<file path="src/rtl/soc_pkg.sv">
// ----------------------------------------------------------------------
// Shared types and constants for the bus fabric slice
// Holds the Wishbone and CSR bus structs, the address map, the
// system controller register layout and the LED timing constant
// Modules import it inside their body and use scoped names in ports
// ----------------------------------------------------------------------
package soc_pkg;

	// ------------------------------------------------------------------
	// Bus structs
	// ------------------------------------------------------------------
	// Master request, 71 bits
	typedef struct packed {
		logic [31:0] adr;
		logic [31:0] dat;
		logic [3:0]  sel;
		logic        we;
		logic        cyc;
		logic        stb;
	} wb_req_t;

	// Target response, read data valid with ack
	typedef struct packed {
		logic [31:0] dat;
		logic        ack;
	} wb_rsp_t;

	// One CSR access, write strobe lasts a single cycle
	typedef struct packed {
		logic [13:0] adr;
		logic        we;
		logic [31:0] dat;
	} csr_req_t;

	// Interrupt pulses
	typedef struct packed {
		logic gpio;
		logic timer;
	} irq_t;

	// ------------------------------------------------------------------
	// Address map
	// ------------------------------------------------------------------
	// Compared against adr[31:29]
	localparam logic [2:0] REGION_BRAM = 3'b000;
	localparam logic [2:0] REGION_CSR  = 3'b100;
	// Word address width, 4 KB of RAM
	localparam int BRAM_ADDR_W = 10;

	// ------------------------------------------------------------------
	// CSR layout
	// ------------------------------------------------------------------
	// Bank compared with csr adr[13:10]
	localparam logic [3:0] SYSCTL_BANK = 4'h1;
	// Word offsets within the bank
	localparam logic [9:0] CSR_GPIO_IN       = 10'd0;
	localparam logic [9:0] CSR_GPIO_OUT      = 10'd1;
	localparam logic [9:0] CSR_TIMER_CTRL    = 10'd2;
	localparam logic [9:0] CSR_TIMER_COMPARE = 10'd3;
	localparam logic [9:0] CSR_TIMER_COUNT   = 10'd4;
	localparam logic [9:0] CSR_SYSTEM_ID     = 10'd5;

	// ------------------------------------------------------------------
	// Misc
	// ------------------------------------------------------------------
	localparam int GPIO_IN_W  = 3;
	localparam int GPIO_OUT_W = 2;
	// "S3AE"
	localparam logic [31:0] SYSTEM_ID = 32'h5333_4145;
	// Short stretch so that simulation stays quick
	localparam int LED_STRETCH = 64;
	localparam int LED_CNT_W   = $clog2(LED_STRETCH + 1);

endpackage

</file>
<file path="src/rtl/sys_ctrl.sv">
// ----------------------------------------------------------------------
// System controller on the CSR bus
// GPIO in and out, one timer with compare and auto-reload, the system
// ID word, and one-cycle GPIO and timer interrupt pulses
// ----------------------------------------------------------------------
`timescale 1ns/1ps

module sys_ctrl (
	input  logic                           sys_clk,
	input  logic                           rst1,
	input  soc_pkg::csr_req_t              csr_i,
	output logic [31:0]                    csr_dr_o,
	input  logic [soc_pkg::GPIO_IN_W-1:0]  gpio_i,
	output logic [soc_pkg::GPIO_OUT_W-1:0] gpio_o,
	output soc_pkg::irq_t                  irq_o
);
	import soc_pkg::*;

	logic bank_sel;
	logic [9:0] ofs;
	logic wr;

	// GPIO
	logic [GPIO_IN_W-1:0] gpio_s1;
	logic [GPIO_IN_W-1:0] gpio_s2;
	logic [GPIO_IN_W-1:0] gpio_prev;
	logic [GPIO_OUT_W-1:0] gpio_out_q;

	// Timer
	logic tmr_en;
	logic tmr_ar;
	logic [31:0] tmr_cmp;
	logic [31:0] tmr_cnt;

	irq_t irq_q;

	assign bank_sel = (csr_i.adr[13:10] == SYSCTL_BANK);
	assign ofs      = csr_i.adr[9:0];
	assign wr       = bank_sel & csr_i.we;

	// Two-flop input synchronizer
	always_ff @(posedge sys_clk) begin
		gpio_s1 <= gpio_i;
		gpio_s2 <= gpio_s1;
	end

	// ------------------------------------------------------------------
	// Registers, timer and interrupts
	// ------------------------------------------------------------------
	always_ff @(posedge sys_clk) begin
		if (rst1) begin
			// Track inputs during reset, no pulse on release
			gpio_prev  <= gpio_s2;
			gpio_out_q <= '0;
			tmr_en     <= 1'b0;
			tmr_ar     <= 1'b0;
			tmr_cmp    <= 32'h0;
			tmr_cnt    <= 32'h0;
			irq_q      <= '0;
		end else begin
			gpio_prev  <= gpio_s2;
			irq_q.gpio <= (gpio_s2 != gpio_prev);
			irq_q.timer <= 1'b0;

			// Counting
			if (tmr_en) begin
				if (tmr_cnt == tmr_cmp) begin
					irq_q.timer <= 1'b1;
					if (tmr_ar) begin
						tmr_cnt <= 32'h0;
					end else begin
						tmr_en <= 1'b0;
					end
				end else begin
					tmr_cnt <= tmr_cnt + 32'd1;
				end
			end

			// Bus writes take priority
			if (wr) begin
				case (ofs)
					CSR_GPIO_OUT: gpio_out_q <= csr_i.dat[GPIO_OUT_W-1:0];
					CSR_TIMER_CTRL: begin
						tmr_en <= csr_i.dat[0];
						tmr_ar <= csr_i.dat[1];
					end
					CSR_TIMER_COMPARE: tmr_cmp <= csr_i.dat;
					CSR_TIMER_COUNT: tmr_cnt <= csr_i.dat;
					default: ;
				endcase
			end
		end
	end

	// Registered read port, zero outside the bank
	always_ff @(posedge sys_clk) begin
		if (rst1) begin
			csr_dr_o <= 32'h0;
		end else begin
			csr_dr_o <= 32'h0;
			if (bank_sel) begin
				case (ofs)
					CSR_GPIO_IN: csr_dr_o <= {{(32-GPIO_IN_W){1'b0}}, gpio_s2};
					CSR_GPIO_OUT: csr_dr_o <= {{(32-GPIO_OUT_W){1'b0}}, gpio_out_q};
					CSR_TIMER_CTRL: csr_dr_o <= {30'h0, tmr_ar, tmr_en};
					CSR_TIMER_COMPARE: csr_dr_o <= tmr_cmp;
					CSR_TIMER_COUNT: csr_dr_o <= tmr_cnt;
					CSR_SYSTEM_ID: csr_dr_o <= SYSTEM_ID;
					default: csr_dr_o <= 32'h0;
				endcase
			end
		end
	end

	assign gpio_o = gpio_out_q;
	assign irq_o  = irq_q;

endmodule

</file>
<file path="config.mk">
export PLATFORM = sky130hd
export DESIGN_NAME = sys_ctrl
export DESIGN_NICKNAME = d
export VERILOG_FILES = /design/src/rtl/soc_pkg.sv /design/src/rtl/sys_ctrl.sv
export SDC_FILE = /design/constraint.sdc
export NUM_CORES = 1
export LEC_CHECK = 0
export ABC_AREA = 1
export BUFFER_PORTS_ARGS = -buffer_cell sky130_fd_sc_hd__buf_2
export CORE_ASPECT_RATIO = 0.8
export CORE_MARGIN = 5
export CORE_UTILIZATION = 25
export CTS_CLUSTER_SIZE = 24
export DETAILED_ROUTE_END_ITERATION = 8
export PLACE_DENSITY_LB_ADDON = 0.2
export SLEW_MARGIN = 10
export SYNTH_ARGS = -nofsm -noshare
export SYNTH_HDL_FRONTEND = slang
export SYNTH_SLANG_ARGS = --single-unit
</file>
<file path="constraint.sdc">
create_clock -name sys_clk -period 2.7 [get_ports sys_clk]
set_clock_uncertainty 0.1 [all_clocks]
set_input_delay 0.405 -clock sys_clk [delete_from_list [all_inputs] [get_ports sys_clk]]
set_output_delay 0.405 -clock sys_clk [all_outputs]
set_load 0.01 [all_outputs]
</file>
---- After elaboration in Yosys (flattened, before gate mapping) ----
Index checks and enable logic that the tools add are counted.
W data, S select, Z words.
word-level totals
  logic and storage cells ................. 41
  bits of input ports ..................... 52
  flip-flop bits (word level) ............. 111
cells by class
  add/subtract/negate cells ............... 1
  muxes and demuxes ....................... 12
  reduce and logical (&&, ||, !) cells .... 6
  eq/ne operators ......................... 8
  bitwise logic cells ..................... 3
operators by type and width
  kind                     count
  $pmux W32 S6             1
  $mux W32                 5
  $add A32 B1 Y32 const B  1
  $eq A32 B32 Y1           1
  $eq A10 B2 Y1 const B    2
  $eq A10 B3 Y1 const B    2
  $eq A10 B1 Y1 const B    1
  $logic_not A10 Y1        1
  $mux W1                  6
  $reduce_and A2 Y1        3
  $eq A4 B1 Y1 const B     1
  $reduce_or A2 Y1         2
  $ne A3 B3 Y1             1
  $not A1 Y1               2
  $and A1 B1 Y1            1

---- Depth between registers and ports, before layout ----
Gate-level depths: netlist (run 1).
  depth after elaboration ................. 5
  depth in mapped cells ................... 14
  depth with buffers taken out ............ 12

---- Worst setup path before layout (run 1) ----
OpenSTA, ideal clock, no wires.
  path type ............................... register -> register
  start ................................... reg tmr_cnt[0]
  end ..................................... reg tmr_cnt[28]
  stages on the path, launching flop included .. 13
  arrival ................................. 1.490 ns
  buffers on the path ..................... 0
  setup time .............................. 0.122 ns
  data required time ...................... 2.478 ns
  clock period less this slack ............ 1.712 ns
  path slack .............................. 0.988 ns
  cells stage by stage .................... dfxtp_1 -> ha_1 -> nand3_1 -> nor3_4 -> nand2_2 -> clkinv_1 -> nand2_1 -> nand2_1 -> nand2_1 -> nand2_1 -> nand2_1 -> nand2_1 -> a21oi_2
on the way
  word-level cells in the longest chain between the ends .. 5
  elaborated cells between the ends (all ways) .. 6
RTL lines
  what                                                      line                            source
  from (decl)                                               sys_ctrl.sv:33                  logic [31:0] tmr_cnt;
  from (signal assigned)                                    sys_ctrl.sv:75                  tmr_cnt <= tmr_cnt + 32'd1;
  from (signal assigned)                                    sys_ctrl.sv:88                  CSR_TIMER_COUNT: tmr_cnt <= csr_i.dat;
  $add A32 B1 Y32 / $eq A32 B32 Y1 (equally long branches)  sys_ctrl.sv:75, sys_ctrl.sv:67
  $mux W32 *                                                sys_ctrl.sv:67                  if (tmr_cnt == tmr_cmp) begin
  $mux W32 *                                                sys_ctrl.sv:66                  if (tmr_en) begin
  $mux W32                                                  sys_ctrl.sv:81                  case (ofs)
  $mux W32 *                                                sys_ctrl.sv:80                  if (wr) begin
Mark *: on every way between the ends. The rest lies on a longest branch, timed or not.
A chain may end at the register's enable or synchronous reset.

---- Worst setup path in the final report (run 1) ----
  start ................................... reg tmr_cnt[0]
  end ..................................... reg tmr_cnt[26]
Same word-level chain as after synthesis.

==> key figures, run 1 <==
Status
  – Status: finished, final reports clean

Pwr
  – Leakage: 0.00299 uW
  – P per Cell Area: 420 mW/mm2
  – Peak supply drop: 0.256 mV

Timing
  – RSZ-0062 raised after global routing: no
  – Crit path time final: 2170 ps
  – Fmax: 460 MHz
  – Ratio of final minimum period to clock period: 80.5%
  – Rel. slew slack: 51.5%
  – Final Hold Vio Count: 0
  – Hold WS: ~44 ps
  – Max-slew violation count: 0
  – Worst Max-Slew Pin Slew: 727 ps
  – Final setup TNS: 0 ps
  – Setup violators final: 0

Setup path
  – CP arrival: 2370 ps
  – Worst reg2reg startpoint: tmr_cnt[0]
  – Worst Setup End Kind: register
  – R2r setup slk: 530 ps
  – Crit Path Class: register to register
  – Reg2reg end: tmr_cnt[26]
  – Crit start category: register
  – Max Fanout on Critical Path: 6
  – FF-to-FF path depth: 11
  – CP Data Required Time: 2890 ps

Run
  – Max Cap Viol: 0

Logic synthesis
  – Syn avg cell area: 6.46 um2
  – Synth Register Bits: 111
  – Area share of the largest cell type after synthesis: 35.4%
  – Cells after synthesis: 972
  – Synthesized area: 0.00628 mm2
  – Most area-consuming cells after synthesis: dfxtp_1, nand2_1, nor2_1
  – Sequential area share after synthesis: 35.4%
  – Count of unique library cells instantiated by Yosys: 36
  – Synthesis Warnings: 0
  – Net Count, Synth: 1025
  – Largest area contributor in the netlist: dfxtp_1

Route
  – Drt first-iter violations: 429
  – Vias: 6344
  – DR WL/cell: 15.8 um
  – DR pass1 iterations: 5
  – Final WL: 21500 um
  – Drc violations: 0
  – Post-DRT Antenna Nets: 0
  – DR vias/cell: 4.66

Final layout
  – Nets: 1090
  – FILL cells: 2726
  – Finished Cell Area: 0.00729 mm2
  – Share of cells above drive strength 1: 15.5%
  – Area of the multi-input gates: ~0.0035 mm2
  – Area grow syn2layout: 16.1%
  – ANT cells: 0
  – FF/Latch Area: 0.00222 mm2

Floorplan
  – Full die area: approximately 0.028 mm2
  – Die Y-Extent: 152 um
  – # rows: 51
  – Core area: between 0.02 and 0.025 mm2
  – Initial Util: 25.6%
  – Total I/O pin count: 88
  – Die width: 187 um

Clock network
  – CTS tree: done
  – CTS max path bufs: 2
  – Root Driver: clkbuf_16
  – Post-CTS Hold Buffers: 0
  – CTS Sinks: 111
  – Clock slew at reported path FFs: ~70 ps
  – CTS Buf Count: 9
  – Worst skew pair latency: approximately 360 ps
  – Post-CTS setup buffers: 0
  – PostCTS Resize Cnt: 0
  – H-tree depth: 3

GRT
  – GRT Util Overall: 15.3%
  – Pin count of the biggest net entering global routing: 69
  – Initial antenna violation count: 0
  – Vias in the first global route: around 6.1k
  – Total gr overflow: 0
  – Global-route wire length before repair: 34500 um

Place
  – Buffers on Ports: 87
  – Gp weighted congestion: ~0.90
  – Dpl hpwl: between 15000 and 20000 um
  – Placed cell area: around 0.007 mm2

Worst hold path
  – Hold crit path type: primary input to register
  – WHS Endpoint: gpio_s1[0]
  – Hold path depth: 1
  – Hold path start: gpio_i[0]
[state kept, by name (all words and copies together) (netlist names)]
signal     count
tmr_en         1
tmr_cnt       32
irq_o          2
tmr_ar         1
gpio_s1        3
gpio_prev      3
gpio_s2        3
gpio_o         2
csr_dr_o      32
tmr_cmp       32
[how the worst max path moves through the flow]
stage | startpoint | endpoint | depth (start not counted)
CTS | tmr_cnt[0] | tmr_cnt[26] | 11
floorplan | tmr_cnt[0] | tmr_cnt[28] | 12
detailed placement | csr_i[36] | tmr_cnt[25] | 9
finish | tmr_cnt[0] | tmr_cnt[26] | 11
global placement | csr_i[36] | tmr_cnt[25] | 9
global route | tmr_cnt[0] | tmr_cnt[18] | 10
[metal layers]
layer  vias up  GRT usage [%]  routed length [um]
met5         -              0                   0
met4         0           2.77                 153
met3        13           3.11                1170
met2       172           21.4                8270
met1      2902           24.0               11900
li1       3257              -                   -
[per-stage QoR]
stage	total power (uW)	util (%)	cells	setup slack (ps)
3_5_place_dp	1790	28.5	1344	461
4_1_cts	3100	29.7	1360	516
5_1_grt	3180	29.7	1360	261
3_3_place_gp	1790	28.5	1344	538
2_1_floorplan	1730	-	972	988
6_report	3060	29.7	1360	526
[power by group]
part | internal, uW | total (uW) | switching, uW | leakage [uW]
sequential | 1640 | 1650 | 4.01 | 0.000897
clock | 682 | 1310 | 623 | 0.000137
combinational | 42.0 | 107 | 65.0 | 0.00196
total | 2370 | 3060 | 693 | 0.00299
[layout by cell type, fill, tap and decap left out, types with 2 or more instances in the layout]
cell	instances
a21oi_1	94
a21oi_2	4
a221oi_1	2
buf_2	87
buf_4	26
clkbuf_1	3
clkbuf_16	9
clkbuf_8	2
clkinv_1	3
dfxtp_1	111
inv_1	52
inv_2	9
nand2_1	257
nand2_2	6
nand3_1	53
nor2_1	134
nor2_2	4
nor2_4	3
nor3_1	39
nor3_2	2
nor3_4	2
o21ai_0	75
o21ai_1	9
xnor2_1	28
xor2_1	15
[synth_stat cells]
master,count
a21oi_1,94
a21oi_2,4
a221oi_1,2
a31oi_1,1
buf_2,17
buf_4,7
buf_6,5
clkbuf_1,29
clkbuf_2,1
clkinv_1,3
dfxtp_1,111
ha_1,1
inv_1,52
inv_2,9
nand2_1,257
nand2_2,6
nand2_4,1
nand3_1,53
nand3_2,1
nand4_1,1
nor2_1,134
nor2_2,4
nor2_4,3
nor2_8,1
nor3_1,39
nor3_2,2
nor3_4,2
nor4_1,1
o21ai_0,75
o21ai_1,9
o221ai_1,1
o22ai_1,1
o31ai_1,1
xnor2_1,28
xnor2_2,1
xor2_1,15
[logic make-up after synthesis]
kind of cell / Yosys count / share of synthesized area (%)
buf+inv: 123 / 8.73
flops: 111 / 35.4
compound gates: 188 / 15.5
simple gates: 505 / 33.9
xor+xnor: 44 / 6.26
fa+ha+maj: 1 / 0.199
[final cells by class]
cell class / instances / share of cell area [%]
Clock buffer: 14 / 3.62
Clock inverter: 2 / 0.189
Inverter: 64 / 3.30
Multi-Input combinational cell: 738 / 48.3
Sequential cell: 111 / 30.5
Tap cell: 318 / 5.46
Timing Repair Buffer: 113 / 8.65
[worst max-delay path: stages, from the launching register on]
cell and delay (ps):
dfxtp_1 460, ha_1 250, nand3_1 180, nor3_4 380
nand2_2 180, clkinv_1 120, nand3_1 80, nand2_1 90
nand2_1 50, nand2_1 60, nand2_1 50, a21oi_1 120
Power figures use the tool's default switching activity.
==> inputs of run 2 (changes only) <==
ABC_AREA = 0   (was 1)
clock period = 1.9 ns   (was 2.7 ns; I/O delays follow)
==> run 2 against run 1 <==
Compared with the run above: the run now ends with setup timing left; area after synthesis shrank 9.8%; non-clock buffer count up 181; die area shrank 9.3%; first-iteration DRC count down 17%; global-route usage rose by 1.8 points; wire length up 6.2%; sequential power up 44%.
==> key figures, run 2 <==
Status
  – Status: finished with violations
  – Failing checks: setup timing

Logic synthesis
  – Syn avg cell area: 8.26 um2
  – Commonest cells post-synth: dfxtp_1, nor2_1, nand2_1
  – Largest area contributor in the netlist: dfxtp_1
  – Net Count, Synth: roughly 740
  – Post-synth EDFFs: 0
  – Most area-consuming cells after synthesis: dfxtp_1, nor2_1, nand2_1
  – Synthesized area: between 0.005 and 0.006 mm2
  – Area share of the largest cell type after synthesis: 39.3%
  – Async set-reset flop share out of synthesis: 0%
  – Synthesis Warnings: 0
  – Top-count cell post-synth: dfxtp_1
  – Top_reg_cell synth: dfxtp_1
  – Synth Register Bits: between 100 and 150
  – Cells after synthesis: about 690
  – Sequential area share after synthesis: around two fifths
  – Count of unique library cells instantiated by Yosys: 59

Floorplan
  – Die width: 178 um
  – # rows: 49
  – Initial Util: about a quarter
  – Total I/O pin count: 88
  – Full die area: 0.0258 mm2
  – Core area: around 0.022 mm2
  – Die Y-Extent: 145 um

Timing
  – Final Hold Vio Count: 0
  – Final setup TNS: -12790 ps
  – Worst Max-Slew Pin Slew: 397 ps
  – RSZ-0062 raised after global routing: yes
  – Rel. slew slack: roughly 73%
  – Fmax: 443 MHz
  – Worst setup margin: -359 ps
  – Hold WS: between 50 and 60 ps
  – Max-slew violation count: 0
  – Setup violators final: 92
  – Crit path time final: 2260 ps
  – Ratio of final minimum period to clock period: 119%

Pwr
  – P per Cell Area: 579 mW/mm2
  – Leakage: just over 0.004 uW
  – Peak supply drop: 0.442 mV

Setup path
  – Worst Setup End Kind: register
  – Crit Path Class: register to register
  – Max Fanout on Critical Path: 6
  – CP Data Required Time: 2060 ps
  – Crit start category: register
  – CP arrival: 2410 ps

Place
  – Dpl hpwl: approximately 15000 um
  – Buffers on Ports: 87
  – Setup WS pre-CTS: -654 ps
  – Inst Count DP: roughly 1.2k
  – Gp weighted congestion: between 0.8 and 0.9

GRT
  – Global-route wire length before repair: 33600 um
  – Initial antenna violation count: 0
  – Total gr overflow: 0
  – GRT Util Overall: about 17%
  – Vias in the first global route: 5675
  – Pin count of the biggest net entering global routing: 22

Worst hold path
  – Hold crit path type: primary input to register

Run
  – Max Cap Viol: 0

Route
  – DR WL/cell: between 15 and 20 um
  – DR top layer: met4
  – Post-DRT Antenna Nets: 0
  – Met1 wire length: between 10000 and 15000 um
  – Drt first-iter violations: 356
  – DR vias/cell: slightly below 5
  – DR pass1 iterations: 5
  – Drc violations: 0
  – Met3 wire length: 1230 um
  – Vias: 5950
  – Routed length on met2: between 10000 and 15000 um
  – Final WL: approximately 23000 um

Clock network
  – CTS Buf Count: 9
  – Root Driver: clkbuf_16
  – Worst skew pair latency: between 300 and 400 ps
  – CTS Sinks: 111
  – CTS max path bufs: 2
  – Clock slew at reported path FFs: 80 ps
  – CTS tree: done
  – H-tree depth: 3

Final layout
  – ANT cells: 0
  – Biggest regs: csr_dr_o: 32 flops, tmr_cmp: 32 flops, tmr_cnt: 32 flops
  – Nets: 980
  – Share of cells above drive strength 1: around 57%
  – Area grow syn2layout: 68.1%
  – Most frequent cells in the layout: buf_4, nor2_1, buf_2
  – Commonest non-fill, non-tap cell in the layout: buf_4
  – Fin cells: about 1.2k
run 2: kinds of logic after synthesis:
group,after synthesis,share of synthesized area [%]
flops,111,39.3
compound gates,147,17.1
buf+inv,68,7.76
mux,25,4.71
xor+xnor,35,5.42
fa+ha+maj,1,0.221
simple gates,298,25.5
run 2: final timing paths:
kind | from | endpoint | slack [ps] | cells after the start
worst max-delay path | tmr_cnt[11] | tmr_cnt[19] | -360 | 10
worst min-delay path | csr_i[30] | tmr_cmp[30] | 60 | 3
worst max register to register | tmr_cnt[11] | tmr_cnt[19] | -360 | 10
worst min register to register | gpio_s1[1] | gpio_s2[1] | 230 | 0
run 2: per-stage QoR:
step,power (uW),cell area (um2),utilization (%)
after global placement,3110,7340,32.8
after detailed placement,3110,7340,32.8
after global routing,5720,9510,42.5
after CTS,5180,8610,38.5
after floorplan,2800,5740,-
final,5510,9510,42.5
run 2: routing by layer:
layer	global-route usage (%)	vias to the layer above
met4	3.03	0
met2	27.1	161
met5	0	-
met1	24.5	2875
met3	3.32	15
li1	-	2899
run 2: area by class of cell:
type / instances / area (um2)
fillers: 2221 / 12900
multi-input cells: 506 / 4020
repair buffers: 294 / 2540
flip-flops and latches: 111 / 2270
well taps: 306 / 383
clock buffers: 9 / 225
clock inverters: 7 / 60.1
inverters: 5 / 18.8
run 2: repair_timing:
| item | 4_1_cts | 5_1_grt |
|---|---|---|
| endpoints found under the hold margin | 3 | 0 |
| setup endpoints to repair | 62 | 99 |
| cloned | 7 | 5 |
| hold buffers | 3 | 0 |
| gates resized for setup | 131 | 172 |
| pin swaps | 62 | 108 |
| setup buffers | 28 | 19 |
run 2: where the power goes:
| group | total, uW | switching, uW | internal, uW |
|---|---|---|---|
| Sequential | 2370 | 20.9 | 2350 |
| Combinational | 1230 | 569 | 662 |
| Clock | 1910 | 983 | 924 |
run 2: critical path: stages, from the launching register on:
cell and delay [ps]:
dfxtp_2 360, buf_6 130, nand4_1 200, nor4_4 360, buf_4 170, nand2_4 50, buf_4 130, mux2i_1 140
nor2_1 60, a31o_2 230, o221a_2 220
==> inputs of run 3 (changes only) <==
RECOVER_POWER = 50   (was default)
clock period = 2.2 ns   (was 1.9 ns; I/O delays follow)
==> run 3 against run 2 <==
Compared with the run above: the flow still finishes with violations (setup timing); design area down 16%; sequential cell count did not move; first-iteration DRC count rose by 11%; sequential power fell by 14%; core utilization fell by 6.7 points; maximum frequency down 0.44%; worst setup slack better by 290 ps; critical path type unchanged.
==> key figures, run 3 (synthesis gave the netlist of run 2 again) <==
Place
  – Buffers on Ports: 87
  – Gp weighted congestion: 0.829
  – Inst Count DP: around 1.2k
  – Dpl hpwl: 14600 um

Setup path
  – R2r setup slk: -70 ps
  – Worst Setup End Kind: register
  – Max Fanout on Critical Path: 13
  – Crit start category: register
  – CP arrival: between 2000 and 2500 ps
  – Worst reg2reg startpoint: tmr_cnt[29]
  – Crit Path Class: register to register
  – Worst path slowest cell: nor4_4
  – CP Data Required Time: 2370 ps
  – Setup crit start: tmr_cnt[29]
  – Sequence of cells on the critical path: xor2_2 -> nor4_4 -> buf_4 -> nand4_4 -> nor2_4 -> buf_6 -> nor2_1 -> a31o_2 -> o221a_2
  – Critical Path Max Stage Delay: around 350 ps
  – Reg2reg end: tmr_cnt[19]
  – FF-to-FF path depth: 9

Floorplan
  – Initial Util: 25.3%
  – Full die area: 0.0258 mm2
  – Total I/O pin count: between 80 and 90
  – Die width: 178 um
  – Die Y-Extent: roughly 140 um
  – # rows: 49
  – Core area: 0.0224 mm2

Clock network
  – CTS Sinks: 111
  – Worst skew pair latency: 370 ps
  – H-tree depth: 3
  – CTS max path bufs: 2
  – Root Driver: clkbuf_16
  – Clock slew at reported path FFs: 90 ps
  – CTS tree: done
  – CTS Buf Count: 9

Timing
  – Ratio of final minimum period to clock period: 103%
  – Hold WS: 94.8 ps
  – Worst Max-Slew Pin Slew: 475 ps
  – Worst setup margin: -69.4 ps
  – Setup violators final: 26
  – Fmax: 441 MHz
  – Crit path time final: between 2000 and 2500 ps
  – RSZ-0062 raised after global routing: yes
  – Rel. slew slack: 68.3%
  – Max-slew violation count: 0
  – Final Hold Vio Count: 0

Pwr
  – P per Cell Area: 580 mW/mm2
  – Peak supply drop: ~0.36 mV
  – Leakage: around 0.0033 uW
  – Total Power: 4650 uW

GRT
  – Global-route wire length before repair: 30800 um
  – GRT Util Overall: 15.6%
  – Pin count of the biggest net entering global routing: 70
  – Vias in the first global route: 5340
  – Total gr overflow: 0
  – Initial antenna violation count: 1

Route
  – DR vias/cell: 4.64
  – DR WL/cell: 17.0 um
  – Drc violations: 0
  – Final WL: 20300 um
  – DR pass1 iterations: 5
  – Vias: 5512
  – Post-DRT Antenna Nets: 0
  – Drt first-iter violations: between 300 and 400

Final layout
  – ANT cells: 0
  – Fin cells: 1189
  – Most frequent cells in the layout: buf_4, nor2_1, dfxtp_1
  – Nets: 931
  – Area grow syn2layout: 41.6%
  – Share of cells above drive strength 1: 34.4%
  – FILL cells: 2393
  – Biggest regs: csr_dr_o: 32 flops, tmr_cmp: 32 flops, tmr_cnt: 32 flops
  – Commonest non-fill, non-tap cell in the layout: buf_4

Worst hold path
  – WHS Endpoint: tmr_cmp[4]
  – Hold crit path type: primary input to register
  – Hold path start: csr_i[4]
  – Hold path depth: 3

Status
  – Status: finished with violations
  – Failing checks: setup timing

Run
  – Max Cap Viol: 0
## run 3: changes by cell type in the layout (fill, tap and decap cells not counted), moves of 30 or more
| cell | delta |
|---|---|
| a21oi_1 | +34 |
| a21oi_2 | -30 |
| buf_2 | -36 |
| buf_6 | -30 |
| clkbuf_1 | +36 |
| nand2_1 | +30 |
## run 3: timing repair
action | 4_1_cts | 5_1_grt
setup buffers | 3 | 8
endpoints found under the setup margin | 33 | 33
gates resized for setup | 28 | 60
hold endpoints to repair | 3 | 0
cloned | 0 | 1
pin swaps | 6 | 42
hold buffers | 3 | 0
## run 3: per-layer routing
| layer | vias to the layer above | wire length (um) | global-route usage, % |
|---|---|---|---|
| li1 | 2790 | - | - |
| met1 | 2620 | 10500 | 23.0 |
| met2 | 87 | 8740 | 23.2 |
| met3 | 13 | 793 | 3.32 |
| met4 | 2 | 165 | 3.55 |
| met5 | - | 11 | 0 |
## run 3: where the power goes
| part | internal, uW | switching [uW] | total [uW] | leakage (uW) |
|---|---|---|---|---|
| clock network | 821 | 904 | 1730 | 0.000151 |
| logic | 459 | 428 | 887 | 0.00223 |
| registers | 2020 | 14.2 | 2040 | 0.000908 |
| total | 3300 | 1350 | 4650 | 0.00329 |
## run 3: final cells by class
class	instances	area, um2	area share [%]
Clock inverter	7	83.8	1.05
Tap cell	306	383	4.78
Sequential cell	111	2260	28.2
Timing Repair Buffer	245	1710	21.3
Clock buffer	9	225	2.81
Inverter	5	18.8	0.234
Multi-Input combinational cell	506	3340	41.7
## run 3: critical path, delay by kind of cell, from the launching register on
family                 cells  cell delay, ps
buffers and inverters      2             370
XOR/XNOR                   1             200
AND/OR/NAND/NOR            4             740
AO/OA/AOI/OAI              2             420
flip-flops                 1             340
## run 3: stage by stage
stage | setup WS, ps | utilization, % | instance area (um2) | TNS [ps]
after floorplan | 22.6 | - | 5660 | 0
after global placement | -386 | 32.5 | 7270 | -14200
after detailed placement | -386 | 32.5 | 7270 | -14030
after CTS | -94.7 | 34.6 | 7750 | -1610
after global routing | -172 | 35.8 | 8020 | -4440
final | -69.4 | 35.8 | 8020 | -765
## run 3: worst max-delay path by stage
stage | slack [ps] | to | depth (start not counted)
after floorplan | 20 | gpio_o[0] | 7
after global placement | -390 | tmr_cnt[31] | 10
after detailed placement | -390 | tmr_cnt[31] | 10
after CTS | -90 | tmr_en | 10
after global routing | -170 | tmr_cnt[27] | 10
final | -70 | tmr_cnt[19] | 9
